### src/hw/mac_pkg.sv
////////////////////
// mac lane shared definitions
// element union, datapath widths, mode encoding
////////////////////
`default_nettype none

package mac_pkg;

    // element word: zero flag, sign, 8-bit payload
    localparam int ELEM_W = 10;
    localparam int EXP_W  = 4;
    localparam int MANT_W = 4;
    localparam int MAG_W  = 8;

    localparam int PEXP_W = 5;   // sum of two fp8 exponents
    localparam int TERM_W = 17;  // sign + 16-bit product magnitude

    localparam int N_STAGE = 4;

    // one-bit lane mode
    localparam logic MODE_FP8 = 1'b0;
    localparam logic MODE_INT = 1'b1;

    typedef struct packed {
        logic              zero;
        logic              sign;
        logic [EXP_W-1:0]  exp;
        logic [MANT_W-1:0] mant;
    } mac_fp8_t;

    typedef struct packed {
        logic             zero;
        logic             sign;
        logic [MAG_W-1:0] mag;
    } mac_int_t;

    // same word, decoded per mode
    typedef union packed {
        mac_fp8_t fp;
        mac_int_t ival;
    } mac_elem_u;

endpackage

`default_nettype wire

### src/hw/mac_reduce_stage.sv
////////////////////
// mac lane reduce stage
// balanced adder tree and output register
////////////////////
`timescale 1ns/10ps
`default_nettype none

module mac_reduce_stage #(
    parameter int N_ELEM = 8
) (
    input  logic                                               i_clk,
    input  logic                                               i_reset,
    input  logic                                               i_en,
    input  logic signed [mac_pkg::TERM_W-1:0]                  i_term [N_ELEM],
    input  logic [mac_pkg::PEXP_W-1:0]                         i_max_exp,
    output logic signed [mac_pkg::TERM_W+$clog2(N_ELEM)-1:0]   o_sum,
    output logic [mac_pkg::PEXP_W-1:0]                         o_max_exp
);
    import mac_pkg::*;

    localparam int SUM_W = TERM_W + $clog2(N_ELEM);

    // heap layout, root at 0, leaves at N_ELEM-1 and up
    logic signed [SUM_W-1:0] node [2*N_ELEM-1];

    for (genvar i = 0; i < N_ELEM; i++) begin : g_leaf
        assign node[N_ELEM-1+i] = i_term[i];  // sign extended
    end

    for (genvar k = 0; k < N_ELEM-1; k++) begin : g_add
        assign node[k] = node[2*k+1] + node[2*k+2];
    end

    always_ff @(posedge i_clk or negedge i_reset) begin
        if (!i_reset) begin
            o_sum     <= '0;
            o_max_exp <= '0;
        end else if (i_en) begin
            o_sum     <= node[0];
            o_max_exp <= i_max_exp;
        end
    end

endmodule

`default_nettype wire

### config.mk
export PLATFORM = sky130hd
export DESIGN_NAME = mac_reduce_stage
export DESIGN_NICKNAME = d
export VERILOG_FILES = /design/src/hw/mac_pkg.sv /design/src/hw/mac_reduce_stage.sv
export SDC_FILE = /design/constraint.sdc
export NUM_CORES = 1
export LEC_CHECK = 0
export BUFFER_PORTS_ARGS = -buffer_cell sky130_fd_sc_hd__buf_2
export CAP_MARGIN = 10
export CORE_UTILIZATION = 35
export CTS_BUF_LIST = sky130_fd_sc_hd__clkbuf_16
export CTS_CLUSTER_SIZE = 30
export DETAILED_ROUTE_END_ITERATION = 8
export GPL_ROUTABILITY_DRIVEN = 1
export GPL_TIMING_DRIVEN = 1
export SYNTH_ARGS = -nofsm -noshare
export SYNTH_HDL_FRONTEND = slang
export SYNTH_SLANG_ARGS = --single-unit
### constraint.sdc
create_clock -name i_clk -period 0.8 [get_ports i_clk]
set_input_delay 0.04 -clock i_clk [delete_from_list [all_inputs] [get_ports i_clk]]
set_output_delay 0.04 -clock i_clk [all_outputs]
set_load 0.02 [all_outputs]
Word-level counts from Yosys, hierarchy flattened
Index checks and enable logic that the tools add are counted.

$add $sub $neg: 7.

Operators by type and width (number): $add 17x17->18 (4); $add 20x20->20 (3).

Register bits: 25. Bits of input ports: 144. Output and inout bits: 25.

Longest topological paths before layout
Depth in word-level cells: 3. Gate-level depth with buffers: 22.

Worst setup path before layout
Ideal clock, no wire load.

Path type: in2reg. From: input i_term[0] (netlist bit). To: register o_sum[18] (netlist bit). Setup time: 0.120 ns. Data arrival time: 4.396 ns. Required time: 0.680 ns. Slack: -3.716 ns. Cell stages on the path: 20. Path buffers: 0. Cell sequence: ha_1 -> fa_1 -> a21o_1 -> a221oi_2 -> a21oi_1 -> a21boi_0 -> nor2b_1 -> xnor2_1 -> fa_1 -> inv_1 -> fa_1 -> inv_1 -> ha_1 -> nand2_1 -> a21boi_0 -> nand3_1 -> o21ba_2 -> a211oi_1 -> o21ai_0 -> a31o_2.

Cells in the longest elaborated chain, start to end: 3.

RTL lines: start: declaration (line mac_reduce_stage.sv:14) `input logic signed [mac_pkg::TERM_W-1:0] i_term [N_ELEM],`; $add 17x17->18 (line mac_reduce_stage.sv:31) `assign node[k] = node[2*k+1] + node[2*k+2];`; $add 20x20->20 (2 in series) (line mac_reduce_stage.sv:31); end signal: assignment (line mac_reduce_stage.sv:39) `o_sum <= node[0];`; end: declaration (line mac_reduce_stage.sv:16) `output logic signed [mac_pkg::TERM_W+$clog2(N_ELEM)-1:0] o_sum,`.

Every way passes these cells. A chain may end at the register's enable or synchronous reset.

Final worst setup path
From: input i_term[38] (netlist bit). To: register o_sum[14] (netlist bit).

Same word-level chain as after synthesis.

==> out/metrics.yaml <==
relSlewSlack_pct: 61.32
ios: 169
cp_cell_sequence: "buf_2 -> ha_2 -> buf_6 -> buf_4 -> buf_4 -> a311oi_4 -> nor2_2 -> a21oi_1 -> o21bai_1 -> xor2_1 -> fa_1 -> inv_2 -> fa_1 -> inv_2 -> ha_4 -> nand2_4 -> nor2_4 -> a211oi_2 -> o21bai_1 -> a221o_2 -> xor2_1 -> mux2_2"
powerDensity_nw_per_um2: 4451
synthArstFlopShare_pct: 100.0
diodes: 0
cts.path.max_buffers: 2
core-area_um2: 16000
synthesis.area_um2: 5793
leakagePower_nw: 4.888
synth-edff-count: 0
grt_first_pass_wirelength_mm: 28.66
ant_nets: 0
r2r-start: "o_sum[16]$_DFFE_PN0P_"
fmax_mhz: 243.6
fin_ws_ns: -3.305
nNetsFinal: 1345
synth_common_cells: "ha_1 (87), inv_1 (78), a21oi_1 (65), nor2_1 (46), xnor2_1 (46)"
finalCritPeriodShare_pct: 513.1
synth_ff_type: "dfrtp_1"
synthDistinctLibCells: 61
synth_nets: 950
dieArea_um2: 17070
cts-root-buf: "clkbuf_16"
nFillCells: 1372
cpLargestDelayFamily: "adder cells"
r2r_cells: 2
drt_iter0_drc: 219
row_count: 46
clk_pin_slew_ns: 0.06
cts_tree: "done"
die_x_um: 130.7
timing.rr.end: "o_sum[16]$_DFFE_PN0P_"
insertion_delay_ns: 0.26
cp-end-kind: "flop"
cts_buffers: 3
drt-wirelength-per-cell_um: 13.75
start_util_pct: 36.21
drcViolationCount: 0
status: "finished, violations left"
place_inst: 1262
grt_usage_pct: 20.90
ys_seq_elements: 25
syn_area_per_cell_um2: 8.544
dr.pass1.iters: 4
totalWireLength_mm: 17.71
cts-htree-levels: 1
vias: 6284
ys_warn_count: 0
r2r_slack_ns: -0.04
fin_setup_tns_ns: -54.83
hold_start: "i_max_exp[2]"
fin_cells: 1288
via_per_inst: 4.879
setup_violations: 45
start_kind: "input port"
post-route-min-period_ns: 4.105
grt_max_degree: 26
synth_seq_area_share_pct: 10.80
synth_most_common_cell: "ha_1"
synth_area_leader_cell: "ha_1"
critPathBufInv: 6
die_h_um: 130.7
whs_endpoint: "o_max_exp[2]$_DFFE_PN0P_"
crit_slowest_cell: "fa_1"
cp_data_required_time_ns: 0.95
worst-setup-path-type: "input port to flop"
syn2layout_area_growth_pct: 73.50
synth_area_leaders: "ha_1 (19%), fa_1 (14%), dfrtp_1 (11%)"
antenna_found_initial: 0
drv_slew: 0
synth_top_area_share_pct: 18.79
syn_inst: 678
finalPower_w: 0.04474
rsz0062_at_grt: "true"
cp.arrival_ns: 4.25
cp_max_fo: 3
grt-ovfl-total: 0
dp_hpwl_mm: 14.60
worstMarginPinSlew_ns: 0.5764
pre_cts_ws_ns: -3.721
cpPeakStageDelay_ns: 0.52
hp-class: "input port to flop"
hold_depth: 2
violations: "setup timing"
routabilityCongestion: 0.8790
drive_gt1_share_pct: 54.66
fin_skew_ns: 0
port_buffers: 168
max-vdd-ir-drop_uv: 3294
maxCapViolCount: 0
grt_pass1_vias: 6406
hold_violations: 0
clock_sinks: 25
## flip-flops by register name, indices dropped and copies added (netlist names)
register / flops
o_sum: 20
o_max_exp: 5
## worst reg2reg max path, cell delays in order, from the launching register on
cell and delay [ns]:
dfrtp_1 0.39, a21boi_0 0.21, o211ai_1 0.11
## power by group
group / internal, W / switching (W) / total [W]
Clock: 0.000673 / 0.000435 / 0.00111
Sequential: 0.00195 / 0.000401 / 0.00235
Combinational: 0.0227 / 0.0186 / 0.0413
## worst max path at each step
stage                          start                    end  depth (start not counted)
after floorplan           i_term[34]  o_sum[14]$_DFFE_PN0P_                         20
after global placement    i_term[55]  o_sum[18]$_DFFE_PN0P_                         20
after detailed placement  i_term[34]  o_sum[18]$_DFFE_PN0P_                         21
after CTS                  i_term[0]  o_sum[14]$_DFFE_PN0P_                         21
after global routing      i_term[39]  o_sum[18]$_DFFE_PN0P_                         20
final                     i_term[38]  o_sum[14]$_DFFE_PN0P_                         22
## final cells by class
class | instances | area [µm²] | area share, %
clock inverters | 1 | 5.005 | 0.04979
repair buffers | 393 | 2825 | 28.11
well taps | 216 | 270.3 | 2.689
inverters | 78 | 295.3 | 2.938
flip-flops and latches | 25 | 631.9 | 6.287
multi-input cells | 572 | 5948 | 59.18
clock buffers | 3 | 75.07 | 0.7469
## cells in the final DEF (no fill, tap or decap), types with 25 or more instances in the layout
cell type | netlist | layout
fa_1 | 41 | 36
ha_1 | 87 | 59
a21o_1 | 27 | 25
buf_4 | 0 | 206
ha_4 | 0 | 27
inv_1 | 78 | 54
buf_2 | 0 | 134
a21oi_1 | 65 | 49
nor2_1 | 46 | 35
buf_6 | 0 | 50
xnor2_1 | 46 | 36
## cells by family after synthesis
group / Yosys count / synth area share [%]
flip-flops: 25 / 10.80
AND/OR/NAND/NOR: 138 / 11.73
adder cells (fa/ha/maj): 128 / 32.96
multiplexers: 18 / 3.564
XOR/XNOR: 66 / 9.978
AO/OA/AOI/OAI: 222 / 25.72
buffers and inverters: 81 / 5.248
## routing by layer
layer  share of wire (%)  track usage [%]  vias up
met1                  46            27.88     2880
met3                 4.0            1.751       16
met5                   0                0        -
li1                    -                -     3226
met2                  49            37.66      162
met4                0.99            2.434        0
## per-stage QoR
stage | hold slack (ns) | util [%] | instance area, µm²
floorplan | -0.2556 | - | 6202
detailed placement | -0.007389 | 55.17 | 8827
finish | 0.01059 | 62.82 | 10050
global placement | -0.009719 | 55.17 | 8827
CTS | 0.006338 | 61.06 | 9769
global route | 0.006969 | 62.82 | 10050
## timing repair
item / in CTS / in global routing
buffers inserted: 18 / 9
gates resized for setup: 165 / 52
cloned: 0 / 0
hold buffers: 1 / 0
pin swaps: 92 / 19
endpoints found under the setup margin: 45 / 46
hold endpoints to repair: 25 / 0
Power figures use the tool's default switching activity.
