**config.mk**
```make
export PLATFORM = sky130hd
export DESIGN_NAME = mac_align_prep_stage
export DESIGN_NICKNAME = d
export VERILOG_FILES = /design/src/hw/mac_pkg.sv /design/src/hw/mac_align_prep_stage.sv
export SDC_FILE = /design/constraint.sdc
export NUM_CORES = 1
export LEC_CHECK = 0
export BUFFER_PORTS_ARGS = -buffer_cell sky130_fd_sc_hd__buf_2
export CAP_MARGIN = 20
export CORE_MARGIN = 3
export CORE_UTILIZATION = 50
export DETAILED_ROUTE_END_ITERATION = 12
export PLACE_DENSITY = 0.83
export RECOVER_POWER = 25
export SETUP_SLACK_MARGIN = 0.02
export SKIP_CTS_REPAIR_TIMING = 1
export SLEW_MARGIN = 0
export SYNTH_ARGS = -nofsm -noshare
export SYNTH_HDL_FRONTEND = slang
export SYNTH_SLANG_ARGS = --single-unit
```
**constraint.sdc**
```tcl
create_clock -name i_clk -period 1.1 [get_ports i_clk]
set_input_delay 0.055 -clock i_clk [delete_from_list [all_inputs] [get_ports i_clk]]
set_output_delay 0.055 -clock i_clk [all_outputs]
set_load 0.1 [all_outputs]
```
**src/hw/mac_pkg.sv**
```systemverilog
////////////////////
// mac lane shared definitions
// element union, datapath widths, mode encoding
////////////////////
`default_nettype none

package mac_pkg;

    // element word: zero flag, sign, 8-bit payload
    localparam int ELEM_W = 10;
    localparam int EXP_W  = 4;
    localparam int MANT_W = 4;
    localparam int MAG_W  = 8;

    localparam int PEXP_W = 5;   // sum of two fp8 exponents
    localparam int TERM_W = 17;  // sign + 16-bit product magnitude

    localparam int N_STAGE = 4;

    // one-bit lane mode
    localparam logic MODE_FP8 = 1'b0;
    localparam logic MODE_INT = 1'b1;

    typedef struct packed {
        logic              zero;
        logic              sign;
        logic [EXP_W-1:0]  exp;
        logic [MANT_W-1:0] mant;
    } mac_fp8_t;

    typedef struct packed {
        logic             zero;
        logic             sign;
        logic [MAG_W-1:0] mag;
    } mac_int_t;

    // same word, decoded per mode
    typedef union packed {
        mac_fp8_t fp;
        mac_int_t ival;
    } mac_elem_u;

endpackage

`default_nettype wire

```
**src/hw/mac_align_prep_stage.sv**
```systemverilog
////////////////////
// mac lane align prep stage
// max exponent, two's complement, shift distances
////////////////////
`timescale 1ns/10ps
`default_nettype none

module mac_align_prep_stage #(
    parameter int N_ELEM = 8
) (
    input  logic                              i_clk,
    input  logic                              i_reset,
    input  logic                              i_en,
    input  logic [N_ELEM-1:0]                 i_sign,
    input  logic [mac_pkg::TERM_W-2:0]        i_mag [N_ELEM],
    input  logic [mac_pkg::PEXP_W-1:0]        i_exp [N_ELEM],
    output logic signed [mac_pkg::TERM_W-1:0] o_term [N_ELEM],
    output logic [mac_pkg::PEXP_W-1:0]        o_shift [N_ELEM],
    output logic [mac_pkg::PEXP_W-1:0]        o_max_exp
);
    import mac_pkg::*;

    logic [PEXP_W-1:0]        max_c;
    logic signed [TERM_W-1:0] term_c [N_ELEM];

    // dropped elements carry exponent 0
    always_comb begin
        max_c = '0;
        for (int i = 0; i < N_ELEM; i++) begin
            if (i_exp[i] > max_c) begin
                max_c = i_exp[i];
            end
        end
    end

    for (genvar i = 0; i < N_ELEM; i++) begin : g_term
        assign term_c[i] = i_sign[i] ? -$signed({1'b0, i_mag[i]}) : $signed({1'b0, i_mag[i]});
    end

    always_ff @(posedge i_clk or negedge i_reset) begin
        if (!i_reset) begin
            o_max_exp <= '0;
            for (int i = 0; i < N_ELEM; i++) begin
                o_term[i]  <= '0;
                o_shift[i] <= '0;
            end
        end else if (i_en) begin
            o_max_exp <= max_c;
            for (int i = 0; i < N_ELEM; i++) begin
                o_term[i]  <= term_c[i];
                o_shift[i] <= max_c - i_exp[i];  // never negative
            end
        end
    end

endmodule

`default_nettype wire

```
==> results of run 1 <==
kinds of logic after synthesis:
| logic type | after synthesis |
|---|---|
| flip-flops | 181 |
| buffers and inverters | 111 |
| multiplexers | 86 |
| XOR/XNOR | 135 |
| adder cells (fa/ha/maj) | 83 |
| AO/OA/AOI/OAI | 301 |
| AND/OR/NAND/NOR | 325 |
stage by stage:
step | setup TNS [ns] | instances | cell area [µm²] | hold WS (ns) | setup WS (ns)
after floorplan | -387.19 | 1222 | 12800 | -0.241 | -8.71
after global placement | -408.83 | 2196 | 20200 | -0.00363 | -8.51
after detailed placement | -461.77 | 2196 | 20200 | 0.000511 | -9.73
after CTS | -411.78 | 2228 | 20900 | -0.470 | -9.51
==> key figures, run 1 <==
Yosys
  • Cell count after synthesis: 1,222
  • Adder-cell share of the synthesized area: 0.0943
  • Xor and xnor area share after synthesis: 0.101
  • Commonest cells post-synth: 181 x dfrtp_1, 119 x nor2_1, 103 x nand2_1, 102 x a21oi_1, 98 x xor2_1
  • Synth Area in Simple Gates: 0.127
  • Top_reg_cell synth: dfrtp_1
  • Largest family of logic cells by synthesized area: compound AO/OA/AOI/OAI gates
  • Area contributors post-synth: dfrtp_1 39%, ha_1 8.1%, xor2_1 7.4%
  • Share of the synthesized area in the top cell type: 0.389
  • YS warnings: 0
  • Post-Syn Area per Cell: between 9 and 10 µm²
  • Synth Area in Compound Gates: 0.171
  • Yosys cell types: 55
  • Sequential element share of the synthesized area: 0.389
  • Most area-hungry cell type in the Yosys netlist: dfrtp_1
  • Most frequent cell after synthesis: dfrtp_1
  • Synthesized area: 11,700 µm²
  • #FFs+latches synth: approximately 180
  • Syn_nets: between 1k and 1.5k
  • Ys async rst share: 1.00
  • EDFF count, synth: 0
  • Mux share of post-synthesis cell area: 0.0822

Placed design
  • Global placer's final weighted congestion: approximately 1.0
  • PortBufs: 359
  • DPL Wire Length: ~43 mm

Timing
  • WEP type: sequential cell input
  • GRT worst endpoint: o_shift[34]$_DFFE_PN0P_/D

Outcome
  • Outcome: did not finish
  • Error msg: [ERROR DPL-0038] Utilization greater than 100%, impossible to legalize
  • Last stage: global routing

Clocking
  • CTS Root Cell: clkbuf_16
  • CTS Buf Count: 17
  • Clk sinks: about 180
  • CTS max path bufs: 2
  • H-tree levels: 4

Die
  • Starting Density: 0.512
  • Die X-Extent: approximately 160 µm
  • I/O pin count: 360
  • Core Rows: 55
  • Die Ht: 159 µm

GRT
  • Pin count of the biggest net entering global routing: between 60 and 70
==> inputs of run 2 (changes only) <==
- CORE_UTILIZATION: 50 -> 35
- PLACE_DENSITY: 0.83 -> default
- PLACE_DENSITY_LB_ADDON: default -> 0.15
- SETUP_SLACK_MARGIN: 0.02 -> default
==> key figures, run 2 <==
Die
  • I/O pin count: 360
  • Die ar.: roughly 36,000 µm²
  • Starting Density: 0.356
  • Die Ht: 188 µm
  • Die X-Extent: 188 µm
  • Core Rows: 66
  • Core Region: approximately 33,000 µm²

Yosys
  • Synthesized area: around 12,000 µm²
  • Commonest cells post-synth: 181 x dfrtp_1, 119 x nor2_1, 103 x nand2_1, 102 x a21oi_1, 98 x xor2_1
  • Ys async rst share: 1.00
  • Most area-hungry cell type in the Yosys netlist: dfrtp_1
  • Cell count after synthesis: around 1.2k
  • Share of the synthesized area in the top cell type: 0.389
  • Post-Syn Area per Cell: between 9 and 10 µm²
  • Syn_nets: around 1.5k
  • YS warnings: 0
  • Area contributors post-synth: dfrtp_1 39%, ha_1 8.1%, xor2_1 7.4%
  • Top_reg_cell synth: dfrtp_1
  • Most frequent cell after synthesis: dfrtp_1
  • Yosys cell types: 55
  • Sequential element share of the synthesized area: 0.389
  • #FFs+latches synth: between 150 and 200
  • EDFF count, synth: 0

Min path
  • Hold Startpoint: i_mag[18]
  • Hold Crit Class: input port to flop
  • Hold depth: 4
  • Worst Hold Endpoint: o_term[19]

Cells and area
  • Layout cell share with drive strength beyond 1: 0.634
  • Most frequent cells in the layout: 398 x buf_4, 204 x buf_12, 158 x buf_2, 103 x nor2_1, 94 x xor2_1
  • Final #Nets: 2,291
  • Top flop regs: o_term (136), o_shift (40), o_max_exp (5)
  • Layout area overhead: 99.5%
  • Most common cell after layout, fill and taps aside: buf_4
  • Max reg flops: around 140
  • Register with the most flip-flops: o_term
  • Fin area: between 20,000 and 25,000 µm²

Timing
  • Final setup fails: 211
  • Final min period: between 9 and 10 ns
  • RSZ-0062 raised after global routing: true
  • Slew @ Worst Pin: roughly 1.0 ns
  • Tcrit/Tclk final: 8.75
  • Final setup slack of the worst path: -8.52 ns
  • Hold Fails Final Rpt: 0
  • Setup Skew: 0 ns
  • Rel. slew slack: 0.311
  • Max-slew violations: 0
  • Fmax: about 100 MHz

Clocking
  • Clk sinks: ~180
  • Clock Pin Slew Worst Setup and Hold Paths: 0.07 ns
  • CTS Root Cell: clkbuf_16
  • CTS tree: yes
  • Clk Latency, worst-skew pair: ~0.45 ns
  • H-tree levels: 4
  • CTS Buf Count: 17
  • CTS max path bufs: 2

Placed design
  • Place WS: -9.08 ns
  • Global placer's final weighted congestion: 0.877
  • PortBufs: between 300 and 400
  • Post-DP Area: between 20,000 and 25,000 µm²
  • DPL Wire Length: roughly 34 mm

Outcome
  • Failing checks: setup timing
  • Outcome: finished, violations left

GRT
  • First-pass GRT wire length: ~65 mm
  • Global Route Usage Sum: 0.228
  • Pin count of the biggest net entering global routing: 34
  • Initial antenna violation count: 3
  • Global route overflow: 0
  • Vias in the first global route: ~12k

Critical path
  • CP max-delay cell: mux2_4
  • R2R depth: 2
  • Crit. End Element: flop
  • Worst path max stage delay: about 0.36 ns
  • Worst setup SP type: input port
  • RR Startpoint: o_shift[2]
  • Critical path data required time: around 1.4 ns
  • Critical path class: input port to flop
  • Reg2reg end: o_shift[2]
  • Critical Path Fanout Max: 7
  • Flop-to-flop setup slack: 0.18 ns
  • Worst EP arrival: just under 10 ns

Detailed routing
  • DR WL/cell: ~18 µm
  • Antenna-violating nets left: 0
  • First-pass DRT Iterations: 5
  • Drt initial violations: 500
  • Via count: between 10k and 15k
  • DRC viols: 0
  • Post-Route WL: about 44 mm
  • Vias per inst: a little under 5

Run
  • Max Cap Violations: 0

Power
  • P_leak: around 11 nW
  • VDD IR max: about 2.7 mV
  • P per Cell Area: 3490 nW/µm²
## run 2: through the flow
| step | hold slack (ns) | power, W | cells | setup TNS, ns | util |
|---|---|---|---|---|---|
| final | 0.0125 | 0.0812 | 2485 | -369.39 | 0.711 |
| after floorplan | -0.241 | 0.0402 | 1222 | -387.49 | - |
| after detailed placement | 0.00876 | 0.0650 | 2361 | -433.31 | 0.634 |
| after global routing | 0.0207 | 0.0855 | 2485 | -407.56 | 0.711 |
| after global placement | 0.00312 | 0.0639 | 2361 | -416.59 | 0.634 |
| after CTS | -0.480 | 0.0713 | 2393 | -378.79 | 0.651 |
## run 2: cell families (layout without fill, tap and decap cells)
logic type,Yosys count,in the layout,share of synthesized area
AND/OR/NAND/NOR,325,325,0.127
XOR/XNOR,135,135,0.101
multiplexers,86,86,0.0822
AO/OA/AOI/OAI,301,301,0.171
other,0,1,0
flip-flops,181,181,0.389
adder cells (fa/ha/maj),83,83,0.0943
buffers and inverters,111,931,0.0360
## run 2: cell type report
type	instances	area (µm²)
Clock inverter	14	125
Inverter	67	409
Timing Repair Buffer	832	8650
Antenna cell	1	2.50
Tap cell	442	553
Clock buffer	18	429
Sequential cell	181	4650
Fill cell	2333	9440
Multi-Input combinational cell	930	8450
## run 2: worst max path at each step
stage	from	endpoint	slack (ns)	cells past startpoint
2_1_floorplan	i_exp[36]	o_shift[14]	-8.71	55
3_3_place_gp	i_exp[39]	o_shift[34]	-8.63	55
3_5_place_dp	i_exp[39]	o_shift[4]	-9.08	56
4_1_cts	i_exp[39]	o_shift[4]	-8.62	56
5_1_grt	i_exp[39]	o_shift[14]	-8.97	56
6_report	i_exp[39]	o_shift[4]	-8.52	53
## run 2: critical path, delay by kind of cell
kind / cells / cell delay [ns]
buffers and inverters: 4 / 0.43
adder cells (fa/ha/maj): 8 / 2.23
multiplexers: 1 / 0.36
AND/OR/NAND/NOR: 13 / 2.16
AO/OA/AOI/OAI: 27 / 4.67
## run 2: layer usage
layer | vias up | share of wire | global-route usage
met5 | - | 0.00061 | 0
met4 | 4 | 0.020 | 0.0590
met3 | 58 | 0.063 | 0.0636
met2 | 329 | 0.51 | 0.393
met1 | 5926 | 0.41 | 0.282
li1 | 5899 | - | -
## run 2: report_power, final
group / leakage [nW] / switching (W) / internal (W) / total [W]
logic: 8.34 / 0.0326 / 0.0322 / 0.0649
clock network: 0.273 / 0.00289 / 0.00314 / 0.00604
registers: 1.99 / 0.00176 / 0.00850 / 0.0103
Power figures use the tool's default switching activity.
