==> config.mk <==
export PLATFORM = sky130hd
export DESIGN_NAME = mac_mult_stage
export DESIGN_NICKNAME = d
export VERILOG_FILES = /design/src/hw/mac_pkg.sv /design/src/hw/mac_mult_stage.sv
export SDC_FILE = /design/constraint.sdc
export NUM_CORES = 2
export LEC_CHECK = 0
export CORE_MARGIN = 8
export CORE_UTILIZATION = 60
export CTS_BUF_LIST = sky130_fd_sc_hd__clkbuf_4 sky130_fd_sc_hd__clkbuf_8
export DETAILED_ROUTE_END_ITERATION = 7
export DONT_BUFFER_PORTS = 1
export PLACE_DENSITY = 0.76
export SYNTH_ARGS = -nofsm -noshare
export SYNTH_HDL_FRONTEND = slang
export SYNTH_SLANG_ARGS = --single-unit
==> constraint.sdc <==
create_clock -name i_clk -period 1.1 [get_ports i_clk]
set_input_delay 0.055 -clock i_clk [delete_from_list [all_inputs] [get_ports i_clk]]
set_output_delay 0.055 -clock i_clk [all_outputs]
set_load 0.01 [all_outputs]
==> src/hw/mac_pkg.sv <==
////////////////////
// mac lane shared definitions
// element union, datapath widths, mode encoding
////////////////////
`default_nettype none

package mac_pkg;

    // element word: zero flag, sign, 8-bit payload
    localparam int ELEM_W = 10;
    localparam int EXP_W  = 4;
    localparam int MANT_W = 4;
    localparam int MAG_W  = 8;

    localparam int PEXP_W = 5;   // sum of two fp8 exponents
    localparam int TERM_W = 17;  // sign + 16-bit product magnitude

    localparam int N_STAGE = 4;

    // one-bit lane mode
    localparam logic MODE_FP8 = 1'b0;
    localparam logic MODE_INT = 1'b1;

    typedef struct packed {
        logic              zero;
        logic              sign;
        logic [EXP_W-1:0]  exp;
        logic [MANT_W-1:0] mant;
    } mac_fp8_t;

    typedef struct packed {
        logic             zero;
        logic             sign;
        logic [MAG_W-1:0] mag;
    } mac_int_t;

    // same word, decoded per mode
    typedef union packed {
        mac_fp8_t fp;
        mac_int_t ival;
    } mac_elem_u;

endpackage

`default_nettype wire

==> src/hw/mac_mult_stage.sv <==
////////////////////
// mac lane multiply stage
// element decode, drop masking, pairwise product
////////////////////
`timescale 1ns/10ps
`default_nettype none

module mac_mult_stage #(
    parameter int N_ELEM = 8
) (
    input  logic                                   i_clk,
    input  logic                                   i_reset,
    input  logic                                   i_en,
    input  logic                                   i_int_mode,
    input  mac_pkg::mac_elem_u [N_ELEM-1:0]        i_act,
    input  mac_pkg::mac_elem_u [N_ELEM-1:0]        i_wgt,
    input  logic [N_ELEM-1:0]                      i_elem_valid,
    output logic [N_ELEM-1:0]                      o_sign,
    output logic [mac_pkg::TERM_W-2:0]             o_mag [N_ELEM],
    output logic [mac_pkg::PEXP_W-1:0]             o_exp [N_ELEM]
);
    import mac_pkg::*;

    localparam int PMAG_W = TERM_W - 1;

    logic [N_ELEM-1:0] sign_c;
    logic [PMAG_W-1:0] mag_c [N_ELEM];
    logic [PEXP_W-1:0] exp_c [N_ELEM];

    for (genvar i = 0; i < N_ELEM; i++) begin : g_elem
        logic                drop;
        logic [MANT_W:0]     fp_a;
        logic [MANT_W:0]     fp_b;
        logic [2*MANT_W+1:0] fp_prod;
        logic [2*MAG_W-1:0]  int_prod;

        // zero flag sits at the same bit in both views
        assign drop = i_act[i].fp.zero | i_wgt[i].fp.zero | ~i_elem_valid[i];

        assign fp_a     = {1'b1, i_act[i].fp.mant};  // implicit leading one
        assign fp_b     = {1'b1, i_wgt[i].fp.mant};
        assign fp_prod  = fp_a * fp_b;
        assign int_prod = i_act[i].ival.mag * i_wgt[i].ival.mag;

        always_comb begin
            if (drop) begin
                sign_c[i] = 1'b0;
                mag_c[i]  = '0;
                exp_c[i]  = '0;
            end else begin
                sign_c[i] = i_act[i].fp.sign ^ i_wgt[i].fp.sign;  // same bit in both views
                if (i_int_mode == MODE_INT) begin
                    mag_c[i] = int_prod;
                    exp_c[i] = '0;
                end else begin
                    mag_c[i] = PMAG_W'(fp_prod);
                    exp_c[i] = PEXP_W'(i_act[i].fp.exp) + PEXP_W'(i_wgt[i].fp.exp);
                end
            end
        end
    end

    ////////////////////
    // stage register
    ////////////////////
    always_ff @(posedge i_clk or negedge i_reset) begin
        if (!i_reset) begin
            o_sign <= '0;
            for (int i = 0; i < N_ELEM; i++) begin
                o_mag[i] <= '0;
                o_exp[i] <= '0;
            end
        end else if (i_en) begin
            o_sign <= sign_c;
            for (int i = 0; i < N_ELEM; i++) begin
                o_mag[i] <= mag_c[i];
                o_exp[i] <= exp_c[i];
            end
        end
    end

endmodule

`default_nettype wire

Yosys cells after proc, flatten, opt, wreduce, memory -nomap -nowiden
Index checks and enable logic that the tools add are counted.
{"block": "word_totals", "reg_bits": 176, "inputBits": 172, "out_inout_bits": 176, "wordCells": 113}
{"block": "classes", "add_sub_neg": 8, "n_mul": 16, "muxes": 40, "bitwise_logic": 32}
{"op": "$mux 16", "n": 16}
{"op": "$mul 8x8->16", "n": 8}
{"op": "$mul 5x5->10", "n": 8}
{"op": "$mux 5", "n": 16}
{"op": "$add 4x4->5", "n": 8}
{"op": "$or 1x1->1", "n": 16}
{"op": "$mux 1", "n": 8}
{"op": "$not 1->1", "n": 8}
{"op": "$xor 1x1->1", "n": 8}

Depth between registers and ports, before layout
{"block": "depth", "ltp_word": 3, "depth_mapped": 17, "ltp_nobuf": 16}

Least setup slack after synthesis
OpenSTA, ideal clock, no wires.
{"block": "synth_path", "path_type": "input port to flip-flop", "startpoint": "in i_act[1] (netlist name)", "endpoint": "reg o_mag[126] (netlist name)", "setup_ns": 0.129, "arrival_ns": 3.729, "required_time_ns": 0.971, "path_slack_ns": -2.758, "stages": 16, "n_path_buf": 1, "cell_sequence": "clkbuf_1 -> nand2_1 -> fa_1 -> fa_1 -> inv_1 -> fa_1 -> inv_1 -> fa_1 -> inv_1 -> ha_1 -> a211o_1 -> a21oi_1 -> o21ai_1 -> a221oi_2 -> xor2_1 -> o2bb2ai_1"}
{"block": "synth_between", "elab_chain_cells": 3}
{"element": "start: declaration", "line": "mac_mult_stage.sv:15", "source": "input mac_pkg::mac_elem_u [N_ELEM-1:0] i_act,"}
{"element": "$mul 8x8->16", "line": "mac_mult_stage.sv:43", "source": "assign int_prod = i_act[i].ival.mag * i_wgt[i].ival.mag;"}
{"element": "$mux 16", "line": "mac_mult_stage.sv:52", "source": "if (i_int_mode == MODE_INT) begin"}
{"element": "$mux 16", "line": "mac_mult_stage.sv:46", "source": "if (drop) begin"}
{"element": "end signal: indexed assignment", "line": "mac_mult_stage.sv:76", "source": "o_mag[i] <= mag_c[i];"}
{"element": "end: declaration", "line": "mac_mult_stage.sv:19", "source": "output logic [mac_pkg::TERM_W-2:0] o_mag [N_ELEM],"}
Every way passes these cells.
A chain may end at the register's enable or synchronous reset.

Worst setup path in the final report
{"block": "layout_path", "startpoint": "in i_wgt[42] (netlist name)", "endpoint": "reg o_mag[62] (netlist name)"}
{"block": "layout_between", "elab_chain_cells": 3}
{"element": "start: declaration", "line": "mac_mult_stage.sv:16", "source": "input mac_pkg::mac_elem_u [N_ELEM-1:0] i_wgt,"}
{"element": "$mul 8x8->16", "line": "mac_mult_stage.sv:43"}
{"element": "$mux 16", "line": "mac_mult_stage.sv:52"}
{"element": "$mux 16", "line": "mac_mult_stage.sv:46"}
Every way passes these cells.

==> reports/results.ini <==
[clock_tree]
clockBufferDepth = 2
cts_max_level = 4
clkLatencyLatePin_ns = 0.60
cts_tree = done
cts_root_buffer = clkbuf_8
numCtsBuffers = 17
cts.clk_slew.worst_paths_ns = 0.12
cts_sinks = 176

[pwr]
p_sw_mw = 29.15
power.leakage_nw = 19.03
power.density_nw_per_um2 = 1666
swShare_pct = 45.27
seqPwrFrac_pct = 11.9
ir_worst_vdd_v = 0.001364
power.clock.fraction_pct = 8.0
internal_power_mw = 35.25
p_comb_share_pct = 80.1
totalPowerFinal_mw = 64.41

[routing]
dr_total_vias = 24790
drtAntennaViolNets = 0
drt-vias-per-instance = 5.792
wl_per_cell_um = 20.44
routed_wl_um = 87470
drt_pass1_iterations = 6
drt_iter0_drc = 1365
drc = 0

[run]
cap_violations = 0

[timing]
slew_violations = 0
rsz0062_at_grt = true
fmax_mhz = 318.0
relSlewSlack_pct = 68.08
fin_ws_ns = -2.044
hold_violations = 246
layout_min_cycle_time_ns = 3.144
whs_ns = -0.8478
setup_violations = 215
finalCritPeriodShare_pct = 285.9
fin_tns_setup_ns = -170.69
worst_slew_pin_slew_ns = 0.4789
fin_skew_ns = 0

[placement]
gp_congestion = 0.9504
io_buffers = 0
dp_hpwl_um = 64920
dp_slack_ns = -2.654
placed_cell_area_um2 = 34560
dpl.cell_count = 4086

[final_layout]
syn_to_final_growth_pct = 33.83
layout_commonest_cell = inv_1
finalNetCount = 4630
fin_area_um2 = 38650
finish.utilization_pct = 81.12
final_cell_mix = inv_1 (503), buf_4 (400), ha_1 (335)
fillers = 2722
final_cells = 4280
layout-drive-gt1-share_pct = 31.40

[outcome]
run_status = complete, but fails checks
violations = negative hold slack, negative setup slack

[die]
die-area_um2 = 55410
die_w_um = 235.4
core_um2 = 47650
io_pins = 348
die_y_um = 235.4
start_util_pct = 60.61
core.rowCount = 80

[synthesis]
yosys_warnings = 0
synthCells = 3068
synth_edf_count = 0
synth.avg_cell_area_um2 = 9.413
synth_fp_nets = 4048
synth-seq-cells = 176
synth-async-reset-ratio_pct = 100.0
syn_area_um2 = 28880
synth-main-ff-cell = dfrtp_1
ys_seq_area_share_pct = 15.25
ys_types = 65

[global_route]
grt_pass1_vias = 27070
track_usage_pct = 30.80
grt_max_degree = 177
grt_first_pass_wirelength_um = 139700
grt_antenna_before_repair = 1
grt.overflow.total = 0

[critical_path]
worstPathArrival_ns = 3.60
path_class = input port to flop
rr_endpoint = o_mag[23]$_DFFE_PN0P_
rrSetupSlack_ns = 0.10
crit_fanout = 9
critPathCaptureType = flop
worst_setup_path_start_kind = input port
r2r-start = o_mag[23]$_DFFE_PN0P_
ff2ff_path_depth = 2
required_ns = 1.56

[hold_path]
hold_class = input port to async pin

[sequential cells by signal, summed over array words and instances (netlist names)]
| name | flops |
|---|---|
| o_sign | 8 |
| o_exp | 40 |
| o_mag | 128 |
[Yosys cell counts (32+ instances only)]
| cell type | n | area [µm²] |
|---|---|---|
| a21o_1 | 55 | 412.9 |
| a21oi_1 | 140 | 700.7 |
| a22o_1 | 40 | 350.3 |
| and2_1 | 345 | 2158 |
| clkbuf_1 | 33 | 123.9 |
| dfrtp_1 | 176 | 4404 |
| fa_1 | 352 | 7047 |
| ha_1 | 456 | 5705 |
| inv_1 | 563 | 2113 |
| nand2_1 | 215 | 807.0 |
| nor2_1 | 74 | 277.8 |
| nor3_1 | 32 | 160.2 |
| o21ai_0 | 51 | 255.2 |
| o2bb2ai_1 | 104 | 910.9 |
| xnor2_1 | 82 | 718.2 |
| xor2_1 | 81 | 709.4 |
[area by class of cell]
cell class | instances | area (µm²) | share of cell area, %
tap | 615 | 769.5 | 1.991
clock inverter | 15 | 186.4 | 0.4824
clock buffer | 17 | 234.0 | 0.6054
multi-input combinational | 2286 | 25590 | 66.22
inverter | 563 | 2121 | 5.487
sequential | 176 | 4476 | 11.58
antenna | 2 | 5.005 | 0.01295
timing repair buffer | 606 | 5266 | 13.63
[layer usage]
layer  track usage [%]  up-vias  wire (µm)
li1                  -    11240          -
met1             37.04    12450      34370
met5                 0        -          0
met4             12.19        0       3430
met2             52.48      880      43470
met3             7.924      213       6200
[worst max path at each step]
stage / startpoint / to / slack, ns / cells after the start
after floorplan: i_act[51] / o_mag[45]$_DFFE_PN0P_ / -2.48 / 16
after global placement: i_wgt[54] / o_mag[45]$_DFFE_PN0P_ / -2.57 / 15
after detailed placement: i_act[14] / o_mag[111]$_DFFE_PN0P_ / -2.65 / 14
after CTS: i_wgt[42] / o_mag[62]$_DFFE_PN0P_ / -1.95 / 15
after global routing: i_wgt[42] / o_mag[62]$_DFFE_PN0P_ / -2.20 / 15
final: i_wgt[42] / o_mag[62]$_DFFE_PN0P_ / -2.04 / 15
[power groups by stage]
stage | combinational [mW] | sequential (mW) | clock [mW]
4_1_cts | 46.6 | 7.66 | 5.28
6_report | 51.6 | 7.69 | 5.16
3_5_place_dp | 40.0 | 7.74 | 0
3_3_place_gp | 38.7 | 7.74 | 0
5_1_grt | 55.8 | 7.73 | 5.44
2_1_floorplan | 26.5 | 7.51 | 0
[what timing repair did]
action,in CTS,in global routing
gates resized for setup,320,199
hold buffers,106,27
hold endpoints to repair,351,281
setup endpoints to repair,281,314
buffers inserted,26,25
pin swaps,235,163
[kinds of logic after synthesis]
family | after synthesis | synth area share (%)
mux | 20 | 0.6932
compound gates | 555 | 13.66
fa+ha+maj | 808 | 44.16
flops | 176 | 15.25
xor+xnor | 163 | 4.943
buf+inv | 606 | 7.911
simple gates | 740 | 13.38
[critical path: stages]
cell and delay [ns]:
nand2_8 0.03, fa_1 0.50, fa_1 0.56, inv_1 0.06, fa_1 0.48, inv_1 0.05
fa_1 0.53, inv_2 0.06, ha_4 0.30, nand2_4 0.08, o21ai_4 0.15, o2111ai_2 0.17
a31oi_2 0.21, mux2i_1 0.23, o221ai_1 0.13
Power figures use the tool's default switching activity.
