==> src/hw/mac_pkg.sv <==
////////////////////
// mac lane shared definitions
// element union, datapath widths, mode encoding
////////////////////
`default_nettype none

package mac_pkg;

    // element word: zero flag, sign, 8-bit payload
    localparam int ELEM_W = 10;
    localparam int EXP_W  = 4;
    localparam int MANT_W = 4;
    localparam int MAG_W  = 8;

    localparam int PEXP_W = 5;   // sum of two fp8 exponents
    localparam int TERM_W = 17;  // sign + 16-bit product magnitude

    localparam int N_STAGE = 4;

    // one-bit lane mode
    localparam logic MODE_FP8 = 1'b0;
    localparam logic MODE_INT = 1'b1;

    typedef struct packed {
        logic              zero;
        logic              sign;
        logic [EXP_W-1:0]  exp;
        logic [MANT_W-1:0] mant;
    } mac_fp8_t;

    typedef struct packed {
        logic             zero;
        logic             sign;
        logic [MAG_W-1:0] mag;
    } mac_int_t;

    // same word, decoded per mode
    typedef union packed {
        mac_fp8_t fp;
        mac_int_t ival;
    } mac_elem_u;

endpackage

`default_nettype wire

==> src/hw/mac_align_shift_stage.sv <==
////////////////////
// mac lane align shift stage
// arithmetic right shift of each term
////////////////////
`timescale 1ns/10ps
`default_nettype none

module mac_align_shift_stage #(
    parameter int N_ELEM = 8
) (
    input  logic                              i_clk,
    input  logic                              i_reset,
    input  logic                              i_en,
    input  logic signed [mac_pkg::TERM_W-1:0] i_term [N_ELEM],
    input  logic [mac_pkg::PEXP_W-1:0]        i_shift [N_ELEM],
    input  logic [mac_pkg::PEXP_W-1:0]        i_max_exp,
    output logic signed [mac_pkg::TERM_W-1:0] o_term [N_ELEM],
    output logic [mac_pkg::PEXP_W-1:0]        o_max_exp
);
    import mac_pkg::*;

    always_ff @(posedge i_clk or negedge i_reset) begin
        if (!i_reset) begin
            o_max_exp <= '0;
            for (int i = 0; i < N_ELEM; i++) begin
                o_term[i] <= '0;
            end
        end else if (i_en) begin
            o_max_exp <= i_max_exp;
            // floor shift, large distances settle at 0 or -1
            for (int i = 0; i < N_ELEM; i++) begin
                o_term[i] <= i_term[i] >>> i_shift[i];
            end
        end
    end

endmodule

`default_nettype wire

==> config.mk <==
export PLATFORM = sky130hd
export DESIGN_NAME = mac_align_shift_stage
export DESIGN_NICKNAME = d
export VERILOG_FILES = /design/src/hw/mac_pkg.sv /design/src/hw/mac_align_shift_stage.sv
export SDC_FILE = /design/constraint.sdc
export NUM_CORES = 1
export LEC_CHECK = 0
export BUFFER_PORTS_ARGS = -buffer_cell sky130_fd_sc_hd__buf_2
export CAP_MARGIN = 20
export CORE_ASPECT_RATIO = 0.5
export CORE_MARGIN = 1
export CORE_UTILIZATION = 50
export DETAILED_ROUTE_END_ITERATION = 16
export PLACE_DENSITY = 0.76
export SLEW_MARGIN = 30
export SYNTH_ARGS = -nofsm -noshare
export SYNTH_HDL_FRONTEND = slang
export SYNTH_SLANG_ARGS = --single-unit
==> constraint.sdc <==
create_clock -name i_clk -period 1.25 [get_ports i_clk]
set_input_delay 0.1875 -clock i_clk [delete_from_list [all_inputs] [get_ports i_clk]]
set_output_delay 0.1875 -clock i_clk [all_outputs]
set_load 0.005 [all_outputs]
# Word level (Yosys, flattened, before mapping)
# Index checks and enable logic that the tools add are counted.
[op_classes]
n_shift = 8
[op_table]
columns = ["cell", "count"]
rows = [
  ["$sshr 17x5->17", 8],
]
[word_totals]
register_bits = 141
out_inout_bits = 141
in_bits = 184
elab_cells = 17

# Depth between registers and ports, before layout
# Gate-level depths: netlist (run 1).
[logic_depth]
ltp_word = 1
depth_mapped = 7
depth_no_buf = 4

# Least setup slack after synthesis (run 1)
# No wires, ideal clock.
[synth_path]
path_kind = "input -> register"
startpoint = "input i_shift[0] in the netlist's numbering"
endpoint = "register o_term[3] in the netlist's numbering"
required_ns = 1.110
setup_time_ns = 0.140
arrival_ns = 1.395
stages = 6
slack_ns = -0.286
path_buffers = 2
cell_sequence = "buf_6 > buf_12 > mux4_2 > mux2_2 > a32oi_1 > a21oi_1"
[synth_between]
elab_chain_cells = 1
[synth_rtl]
columns = ["item", "line_no", "rtl"]
rows = [
  ["from (decl)", "mac_align_shift_stage.sv:15", "input logic [mac_pkg::PEXP_W-1:0] i_shift [N_ELEM],"],
  ["$sshr 17x5->17", "mac_align_shift_stage.sv:32", "o_term[i] <= i_term[i] >>> i_shift[i];"],
  ["to (signal, indexed assignment)", "mac_align_shift_stage.sv:32", ""],
  ["to (decl)", "mac_align_shift_stage.sv:17", "output logic signed [mac_pkg::TERM_W-1:0] o_term [N_ELEM],"],
]
# No other way between the ends.
# A chain may end at the register's enable or synchronous reset.

# Worst setup path in the final report (run 1)
[layout_path]
startpoint = "input i_shift[6] in the netlist's numbering"
endpoint = "register o_term[19] in the netlist's numbering"
# The elaborated chain is that of the path after synthesis.

==> results of run 1 <==
## cell type report
cell class	instances	area, sq um
Inverter	26	97.6
Clock inverter	11	165
Fill cell	1792	6930
Multi-Input combinational cell	873	8390
Clock buffer	21	460
Timing Repair Buffer	619	4130
Sequential cell	141	3530
Tap cell	336	420
## worst max path at each step
| stage | startpoint | end | slack [ps] | cells past startpoint |
|---|---|---|---|---|
| after global routing | i_shift[0] | o_term[3]$_DFFE_PN0P_ | -7 | 5 |
| after CTS | i_shift[6] | o_term[17]$_DFFE_PN0P_ | 0.3 | 6 |
| after detailed placement | i_shift[10] | o_term[48]$_DFFE_PN0P_ | -530 | 7 |
| after global placement | i_shift[0] | o_term[6]$_DFFE_PN0P_ | -480 | 6 |
| final | i_shift[6] | o_term[19]$_DFFE_PN0P_ | -9 | 5 |
| after floorplan | i_shift[0] | o_term[3]$_DFFE_PN0P_ | -250 | 6 |
## metrics by stage
step                std cells  instance area, sq um  setup WS, ps
floorplan                1156                 13100          -253
global route             2027                 17200         -7.36
detailed placement       1986                 16300          -529
finish                   2027                 17200         -9.34
global placement         1986                 16300          -477
CTS                      2024                 17100         0.253
## worst reg2reg max path: cells and delay by family, from the launching register on
kind | cells | cell delay, ps
AND/OR/NAND/NOR | 3 | 670
flip-flops | 1 | 400
## registers in the layout, summed over array words and instances, names as in the netlist
name / count
o_term: 136
o_max_exp: 5
## cell usage after synthesis (8+ instances only)
cell type / count
sky130_fd_sc_hd__dfrtp_1: 141
sky130_fd_sc_hd__mux4_2: 124
sky130_fd_sc_hd__nor2_1: 119
sky130_fd_sc_hd__mux2i_1: 89
sky130_fd_sc_hd__o21ai_0: 73
sky130_fd_sc_hd__clkbuf_1: 54
sky130_fd_sc_hd__nand2_1: 50
sky130_fd_sc_hd__mux2_2: 48
sky130_fd_sc_hd__a21oi_1: 37
sky130_fd_sc_hd__nand2b_1: 34
sky130_fd_sc_hd__a31oi_1: 29
sky130_fd_sc_hd__buf_6: 29
sky130_fd_sc_hd__o211ai_1: 27
sky130_fd_sc_hd__buf_2: 26
sky130_fd_sc_hd__nor3_1: 23
sky130_fd_sc_hd__o32a_1: 21
sky130_fd_sc_hd__o21a_1: 19
sky130_fd_sc_hd__inv_1: 18
sky130_fd_sc_hd__nor2b_1: 18
sky130_fd_sc_hd__o22a_1: 18
sky130_fd_sc_hd__and2_1: 14
sky130_fd_sc_hd__nand3_1: 11
sky130_fd_sc_hd__a211oi_1: 9
sky130_fd_sc_hd__o221ai_1: 9
sky130_fd_sc_hd__o311ai_0: 9
sky130_fd_sc_hd__a31o_2: 8
## where the power goes
group	leakage [nW]	internal [mW]	switching, mW
Combinational	5.70	2.99	2.72
Sequential	1.61	5.11	0.372
Clock	0.307	3.44	1.99
## cells by family (layout without fill, tap and decap cells)
| logic type | count (synthesis) | after routing | share of synthesized area [%] |
|---|---|---|---|
| AOI/OAI and AO/OA | 301 | 301 | 17.3 |
| and+or+nand+nor | 299 | 299 | 11.6 |
| muxes | 273 | 273 | 35.9 |
| buffers and inverters | 142 | 677 | 6.75 |
| DFF | 141 | 141 | 28.5 |
## layer usage
layer / global-route usage, % / part of all wire [%] / up-vias / routed length (um)
li1: - / - / 5591 / -
met1: 41.5 / 40 / 6216 / 16700
met2: 56.1 / 51 / 547 / 20900
met3: 5.40 / 5.9 / 97 / 2440
met4: 13.8 / 3.1 / 0 / 1300
met5: 0 / 0 / - / 0
## timing repair
| item | CTS | global route |
|---|---|---|
| resized for setup | 11 | 31 |
| endpoints found under the setup margin | 19 | 40 |
| hold buffers | 6 | 0 |
| buffers inserted | 0 | 3 |
| hold endpoints to repair | 135 | 0 |
| pin swaps | 0 | 3 |
==> impl_summary.md, run 1 <==
Worst setup path
The element type at the critical path start is a primary input. The number of cells on the worst reg-to-reg path is 3. The delay of the slowest critical-path stage is 510 ps. The type of the worst setup path is primary input to flip-flop. The slowest stage of the critical path is the sky130_fd_sc_hd__mux4_2 cell.

The endpoint identified for the worst register-to-register timing path is o_term[70]$_DFFE_PN0P_. The startpoint identified for the worst register-to-register timing path is o_term[70]$_DFFE_PN0P_. At the worst endpoint, the required time is 1560 ps. Of all nets on the critical path, the largest fanout is 6.

The signal on the critical path passes through clkbuf_4, mux4_2, mux2i_1, nor4_1, or3_1. The sort of element at the end of the critical path is a flip-flop. The data arrival time of the critical path is 1560 ps.

The setup slack of the most critical reg-to-reg path is 70 ps. The sum of buffers and inverters on the critical path is 1. The cell family contributing the most delay on the critical path is multiplexers.

Place
At the end of routability-driven placement, the weighted congestion stood at 0.986. The count of input and output buffers is 324. Detailed placement ended at an HPWL of 32800 um.

Timing
Setup repair after global routing could not meet its margin everywhere. The number of max-slew violations in the final report is 0. For the final database, setup skew stands at 0 ps.

The fmax is 0.794 GHz. For the pin with the worst max-slew slack, the measured transition is 468 ps. The post-route fraction of the period consumed by the critical path is 101%. The remaining max-slew budget at the tightest pin is 68.5%. Adding up every negative setup slack in the final design gives -9.34 ps. The worst setup slack after layout is -9.34 ps. The time the final worst path needs with I/O delays and setup is 1260 ps.

The count of endpoints failing hold in the final timing report came to 0. The setup violation total in the final timing report is 1. Hold is met by 177 ps.

Status
The final reports fail on setup timing. The run finished, with violations left.

Routing
The DRC violation count after routing is 0. The wire length per cell is 20.4 um. The total wirelength of the detailed-routed design is 41300 um.

After the first detailed-routing iteration, the DRC count stood at 1000. The pre-antenna-repair detailed-routing pass consisted of 6 iterations. Dividing the detail-routed via count by the number of cells gives 6.14. The remaining number of nets flagged by the antenna check after routing is 0. The total vias in the final route is 12451.

Final layout
The fraction of final layout cells sized beyond drive strength 1 is 52.7%. The most frequent standard cell in the layout excluding fill and tap cells is sky130_fd_sc_hd__buf_2. The final core utilization is 71.3%. The net count of the finished layout is 1862.

0 antenna diodes ended up in the layout. The area growth from synthesis to layout is 38.9%. The library cells used most frequently in the layout, excluding fill and tap cells, are sky130_fd_sc_hd__buf_2 (308), sky130_fd_sc_hd__buf_4 (274), sky130_fd_sc_hd__dfrtp_1 (141).

Synth
The most used flip-flop cell after synthesis is sky130_fd_sc_hd__dfrtp_1. The sequential fraction of the synthesis area is 28.5%. The cell count after synthesis came out at 1156.

Averaged over all synthesized cells, the footprint is 10.7 sq um. The top cell type by total area after synthesis is sky130_fd_sc_hd__dfrtp_1. Sorting the synthesized cells by area gives the leading types as sky130_fd_sc_hd__dfrtp_1 (28%), sky130_fd_sc_hd__mux4_2 (23%), sky130_fd_sc_hd__mux2i_1 (7.2%), sky130_fd_sc_hd__mux2_2 (4.4%), sky130_fd_sc_hd__nor2_1 (3.6%).

Counting distinct cell types in the post-synthesis netlist gives 56. The share of the synthesized area in the top cell type is 28.5%. The synthesized area is 12400 sq um. The flip-flop and latch count after synthesis is 141. The count of yosys warnings during synthesis is 0.

Synthesis produced a netlist with a net count of 1340. Counting flops with a built-in enable in the synthesized netlist gives 0. The share of async-settable or async-resettable flops after synthesis is 100%.

Clocking
The number of buffers between clock root and the deepest sink is 2. The clock tree from TritonCTS is built. At the later pin of the worst-skew pair, clock insertion delay measures 420 ps. The cell chosen for the clock root is sky130_fd_sc_hd__clkbuf_16. Clock-pin slew was measured on the worst setup and hold paths at 60 ps. The H-tree depth reported by CTS is 4. The number of CTS-inserted buffers is 17. The number of sinks on the clock net is 141.

Flow run
The tool flagged a number of max-cap violations equal to 0.

Global route
Entering global routing, the biggest net connects 35 pins. The first global-routing pass estimated 66200 um of wire. The overall track demand over capacity in global routing is 32.8%. The number of global-route vias before repair is 12553. The total overflow left after global routing is 0. The number of antenna violations at the first check in global routing came to 0.

Floorplanning
The die area is 25400 sq um. The core region is 24100 sq um. The initial utilization of the core area, before any placement, comes to 51.3%. The number of I/O pins is 325.

The floorplan row count is 40. The die is 113 um tall. From left edge to right edge, the die measures 225 um.

Worst hold path
The instance count along the most critical hold path is 4. The worst hold path begins at i_shift[34]. The tightest min-delay check is of the primary input to flip-flop type. The end of the worst hold path is o_term[104]$_DFFE_PN0P_.

Pwr
In this run the power density over the cells is 968 nW/um^2. The maximum VDD drop is 0.000755 V. Summing internal, switching and leakage power gives 16.6 mW.

The static leakage is 7.62 nW.
No activity file was read; power rests on OpenSTA's default activity.
==> inputs of run 2 (changes only) <==
Clock period 1.25 ns to 1.5 ns, I/O delays scaled along.
==> impl_summary.md, run 2 (synthesis gave the netlist of run 1 again) <==
Final layout
The register with the most flip-flops is o_term. The multi-input gate area in the final layout is 8070 sq um. The net count of the finished layout is 1791.

The flip-flop count of the largest register, all copies and words added is 136. From synthesis to final layout, the design area changed by 31.9%. Leaving out fill and tap cells, the most frequent cell in the layout is sky130_fd_sc_hd__buf_2. In the layout the commonest cells are sky130_fd_sc_hd__buf_2 (322), sky130_fd_sc_hd__buf_4 (207), sky130_fd_sc_hd__dfrtp_1 (141). Of the cells placed in the final design, the portion with a size suffix greater than 1 is 48.6%. In the final layout, flip-flops and latches occupy 3530 sq um. Counting the fill cells in the layout gives 1864. In the final layout, the registers with the most flip-flops are o_term: 136 flops, o_max_exp: 5 flops. The area of all placed cells without fillers is 16300 sq um. The final antenna diode count is 0.

Floorplanning
The initial core utilization is 51.3%. The die covers 25400 sq um. The core outline area is 24100 sq um. The width of the chip is 225 um. In this run the count of I/O pins placed on the die edge is 325. From bottom edge to top edge, the die measures 113 um. The floorplan row count is 40.

Routing
The first-pass detailed-route iteration total is 5. The first routing iteration left 935 violations. The final route contains 12103 vias.

The DRC violation count after routing is 0. The wire length per cell is 20.2 um. The remaining number of nets flagged by the antenna check after routing is 0. The routed design has 39400 um of wire. The mean number of vias per cell is 6.19.

Clocking
For this design, the sink count on the clock tree is 141. The later pin in the worst-skew pair is clocked with a latency of 430 ps. The tree is rooted in a sky130_fd_sc_hd__clkbuf_16. The number of buffers inserted to repair setup after CTS is 0. The longest clock path from root to sink contains 2 buffers. In this run, post-CTS repair resized a total of 0 instances. The H-tree depth reported by CTS is 4. The clock tree from TritonCTS is built. Clock tree synthesis inserted a total of 17 buffers. The CTS clock-pin slew for the worst setup and hold paths is 60 ps.

Global route
The met2 global-route usage is 54.1%. The overall track demand over capacity in global routing is 31.1%. The number of antenna violations at the first check in global routing came to 0. Global routing used 38.7% of the available met1 tracks. Entering global routing, the biggest net connects 39 pins. The number of global-route vias before repair is 12166. The wire length of the first global-routing pass is 62800 um. Global routing finished with a remaining overflow of 0. For met3 alone, demand over resource in global routing was 4.93%. met2 is the most crowded layer.

Worst setup path
The worst setup path is launched from a primary input. The required time of the worst setup path is 1880 ps. The critical path starts at i_shift[0]. The startpoint identified for the worst register-to-register timing path is o_term[53]$_DFFE_PN0P_. The data arrival time of the critical path is 1790 ps.

The setup slack of the most critical reg-to-reg path is 340 ps. The number of cells on the worst reg-to-reg path is 3. The peak fanout along the critical path is 12. The critical path in this run is classified as primary input to flip-flop. The worst setup path is captured at a flip-flop. The reg-to-reg endpoint is o_term[53]$_DFFE_PN0P_.

Worst hold path
The worst hold path was traced through 2 stages. The worst hold path terminates at o_max_exp[0]$_DFFE_PN0P_. The path class of the tightest hold or removal check is primary input to flip-flop. The worst hold path begins at i_max_exp[0].

Place
The count of buffers added on input and output ports is 324. At the end of routability-driven placement, the weighted congestion stood at 0.981. The estimated wirelength of the detail-placed design is 31200 um.

The total cell area at the placement stage is 15600 sq um.

Timing
For the pin with the worst max-slew slack, the measured transition is 573 ps. Setup repair after global routing left no endpoint under its margin. The setup violation total in the final timing report is 0. The number of max-slew violations in the final report came to 0. The count of endpoints failing hold in the final timing report came to 0. Static timing analysis puts the maximum clock frequency at 0.708 GHz. The time the final worst path needs with I/O delays and setup is 1410 ps.

The final critical path takes up 94.2% of the cycle. The worst pin sits at a relative slew slack of 61.3%. The clock arrives with 0 ps of skew. The setup TNS is 0 ps.

Pwr
The power per standard cell area is 856 nW/um^2. Per report_power, the clock group accounts for 35.8% of the total. Net switching is 29.9% of the power. Combinational cells account for 31.6% of the total power.

Summed over all cells, the static leakage comes to 7.17 nW. The switching power summed over all nets is 4.18 mW. The internal portion of the total power is 9.80 mW. The sequential share of power is 32.6%.

VDD sags by at most 0.000678 V.

Status
The run finished with clean final reports.

Flow run
Max-cap violations in this run came to 0.
[run 2: cell type report]
type	instances	share of cell area [%]
inverters	26	0.598
flip-flops and latches	141	21.6
repair buffers	548	21.5
multi-input cells	873	49.4
clock inverters	12	1.41
clock buffers	20	2.86
well taps	336	2.57
[run 2: worst max-delay path by stage]
stage	to	cells after the start
5_1_grt	o_term[4]$_DFFE_PN0P_	6
6_report	o_term[1]$_DFFE_PN0P_	6
3_5_place_dp	o_term[1]$_DFFE_PN0P_	6
2_1_floorplan	o_term[3]$_DFFE_PN0P_	6
3_3_place_gp	o_term[1]$_DFFE_PN0P_	6
4_1_cts	o_term[1]$_DFFE_PN0P_	6
[run 2: layer usage]
layer  part of all wire (%)  up-vias  routed length, um
met3                    6.2      107               2450
met5                      0        -                  0
met4                    3.9        0               1520
li1                       -     5440                  -
met1                     40     5982              15600
met2                     50      574              19800
[run 2: critical path: stages]
cell and delay [ps]:
sky130_fd_sc_hd__buf_2 280, sky130_fd_sc_hd__buf_4 270, sky130_fd_sc_hd__mux2i_1 110, sky130_fd_sc_hd__mux4_2 490, sky130_fd_sc_hd__o221ai_1 250, sky130_fd_sc_hd__o21a_1 160
[run 2: power groups by stage]
| stage | sequential (mW) | combinational [mW] | clock [mW] |
|---|---|---|---|
| finish | 4.56 | 4.42 | 5.00 |
| CTS | 4.56 | 4.39 | 5.11 |
| global placement | 4.60 | 4.25 | 0 |
| detailed placement | 4.62 | 4.37 | 0 |
| global route | 4.60 | 4.74 | 5.26 |
| floorplan | 4.61 | 2.42 | 0 |
[run 2: stage by stage]
step	utilization, %	setup WS [ps]	hold WS, ps	total power [mW]	instances
3_3_place_gp	64.8	-287	130	8.85	1923
6_report	67.7	87.2	26.9	14.0	1956
4_1_cts	67.7	107	6.92	14.1	1956
5_1_grt	67.7	15.0	19.4	14.6	1956
3_5_place_dp	64.8	-363	135	8.98	1923
2_1_floorplan	-	-44.3	-70.6	7.03	1156
[run 2: timing repair]
action / CTS / global route
hold endpoints to repair: 40 / 0
setup endpoints to repair: 0 / 0
hold buffers: 1 / 0
==> inputs of run 3 (changes only) <==
Clock period 1.5 ns to 1.85 ns, I/O delays scaled along.
==> impl_summary.md, run 3 (synthesis gave the netlist of run 1 again) <==
Place
The count of input and output buffers is 324. Once detailed placement completed, the half-perimeter wirelength came to 28300 um. Counting tap cells, the placed design contains a total of 1782 instances. The final weighted congestion in routability-driven placement is 0.997. Prior to clock tree synthesis, the placed netlist has a worst setup slack of -95.5 ps.

Timing
In the final timing run, aggregate negative setup slack is 0 ps. Setup repair after global routing left no endpoint under its margin. The worst setup slack after layout is 276 ps. The number of max-slew violations in the final report is 0. Setup violations remaining at the end of the flow were counted as 0.

The remaining max-slew budget at the tightest pin is 53.7%. For the pin with the worst max-slew slack, the measured transition is 678 ps. Final hold analysis gives a worst-case slack of 76.0 ps.

The setup skew after layout is 0 ps. In the finished design, the share of the clock period the worst path needs comes to 85.1%. The time the final worst path needs with I/O delays and setup is 1570 ps. The count of endpoints failing hold in the final timing report is 0. Static timing analysis puts the maximum clock frequency at 0.635 GHz.

Final layout
In the layout the commonest cells are sky130_fd_sc_hd__buf_2 (322), sky130_fd_sc_hd__dfrtp_1 (141), sky130_fd_sc_hd__mux4_2 (124). The largest registers in the layout are o_term: 136 flops, o_max_exp: 5 flops. The net count of the finished layout is 1650. The sequential standard cell area is 3530 sq um. The library cell used most frequently in the layout, excluding fill and tap cells, is sky130_fd_sc_hd__buf_2. The register with the most flip-flops is o_term. The fraction of final layout cells sized beyond drive strength 1 is 43.7%. The multi-input gate area in the final layout is 8020 sq um. 0 antenna diodes ended up in the layout. The flip-flop count of the largest register, all copies and words added is 136.

Excluding fillers, the count of instances in the completed layout stands at 1815. The final-layout fill cell count is 1997. The area growth from synthesis to layout is 20.9%.

Pwr
Dividing total power by cell area gives a power density of 695 nW/um^2. The worst-case IR drop observed on VDD is 0.000503 V. The relative contribution of the clock network to total power is 33.3%. The switching power summed over all nets is 3.34 mW. Power comes to 10.4 mW. The share of total power dissipated in combinational logic is 31.1%.

The static leakage is 6.33 nW. The internal power of the cells totals 7.06 mW. The share of total power dissipated in sequential elements is 35.5%. In this run switching power makes up 32.1% of total power.

Clocking
The clock tree from TritonCTS is built. The H-tree generated during clock tree synthesis spans 4 levels. The cell sitting at the root of the clock tree is a sky130_fd_sc_hd__clkbuf_16. The number of sinks on the clock net is 141.

The number of CTS-inserted buffers is 17. The clock latency at the later pin of the worst-skew pair is 430 ps. The number of buffers between clock root and the deepest sink is 2. After clock tree synthesis, the clock-pin slew on the worst setup and hold paths is 70 ps.

Floorplanning
The floorplan step defined a die boundary enclosing 25400 sq um. The core region is 24100 sq um. The floorplan has 40 rows. The width of the chip is 225 um. The initial core utilization is 51.3%.

325 I/O pins were placed. The floorplan die height is 113 um.

Global route
The number of antenna violations at the first check in global routing was 0. The number of global-route vias before repair is 11391. Entering global routing, the biggest net connects 49 pins.

For this run, the total global-route usage over all layers was measured as 29.4%. The wire length of the first global-routing pass is 59600 um. The overall overflow remaining after global route is 0.

Worst setup path
Data on the critical path arrives at its endpoint at 1950 ps. The required time of the worst setup path is 2230 ps. Along the worst path, the maximum fanout reaches 15. STA classifies the critical path endpoint as a flip-flop. The type of the worst setup path is primary input to flip-flop. STA classifies the critical path startpoint as a primary input.

Routing
After detailed routing, the number of vias per cell comes to 6.40. Summed over all nets, wire length on met2 after detailed routing comes to 18600 um. The met3 wire length is 2660 um. In the final routing, the length of wire on met1 measures 14600 um.

The total wirelength of the detailed-routed design is 37200 um. In this run, the number of DRC markers left after iteration 0 of detailed routing was 1107. Before antenna repair, the detailed router went through 5 iterations. The top layer used by detailed routing is met4. After detailed routing, the average wire length per cell comes to 20.5 um.

The DRC violation count after routing is 0. The total vias in the final route is 11614. The remaining number of nets flagged by the antenna check after routing is 0.

Worst hold path
The kind of path behind the tightest hold check is primary input to flip-flop.

Flow run
The count of max-cap constraint violations is 0.

Status
The run finished with clean final reports.
==> run 3: power groups by stage <==
stage	Combinational (mW)	Sequential, mW	Clock [mW]
finish	3.24	3.70	3.47
global route	3.50	3.73	3.67
CTS	3.21	3.70	3.52
detailed placement	3.19	3.75	0
global placement	3.11	3.74	0
floorplan	1.92	3.73	0
==> run 3: per-stage QoR <==
| step | utilization, % | area [sq um] |
|---|---|---|
| after floorplan | - | 12400 |
| after global placement | 59.6 | 14400 |
| after detailed placement | 59.6 | 14400 |
| after CTS | 62.1 | 15000 |
| after global routing | 62.1 | 15000 |
| final | 62.1 | 15000 |
==> run 3: worst max-delay path: stages <==
cell and delay [ps]:
sky130_fd_sc_hd__buf_2 320, sky130_fd_sc_hd__buf_4 200, sky130_fd_sc_hd__mux2i_1 100, sky130_fd_sc_hd__nor2b_1 170, sky130_fd_sc_hd__a2111oi_0 650, sky130_fd_sc_hd__o32a_1 230
==> run 3: final timing paths <==
kind	startpoint	end	slack (ps)	cells after the start
worst max-delay path	i_shift[0]	o_term[5]$_DFFE_PN0P_	280	6
worst min-delay path	i_max_exp[0]	o_max_exp[0]$_DFFE_PN0P_	80	2
worst max register to register	o_term[87]$_DFFE_PN0P_	o_term[87]$_DFFE_PN0P_	720	3
worst min register to register	o_term[109]$_DFFE_PN0P_	o_term[109]$_DFFE_PN0P_	470	1
max in group asynchronous	i_reset	o_term[37]$_DFFE_PN0P_	890	3
min in group asynchronous	i_reset	o_term[6]$_DFFE_PN0P_	310	2
==> run 3: what timing repair did <==
item | in CTS | in global routing
setup endpoints to repair | 0 | 0
hold buffers | 1 | 0
hold endpoints to repair | 29 | 0
setup buffers | 0 | 0
gates resized for setup | 0 | 0
==> run 3: cell type report <==
class / count / area share (%)
Clock buffer: 18 / 2.93
Clock inverter: 14 / 0.978
Inverter: 26 / 0.652
Multi-Input combinational cell: 873 / 53.6
Sequential cell: 141 / 23.6
Tap cell: 336 / 2.81
Timing Repair Buffer: 407 / 15.5
==> run 3: routing by layer <==
metal,GRT usage (%),vias to the layer above
li1,-,5163
met1,37.8,5735
met2,49.1,620
met3,5.30,96
met4,12.6,0
met5,0,-
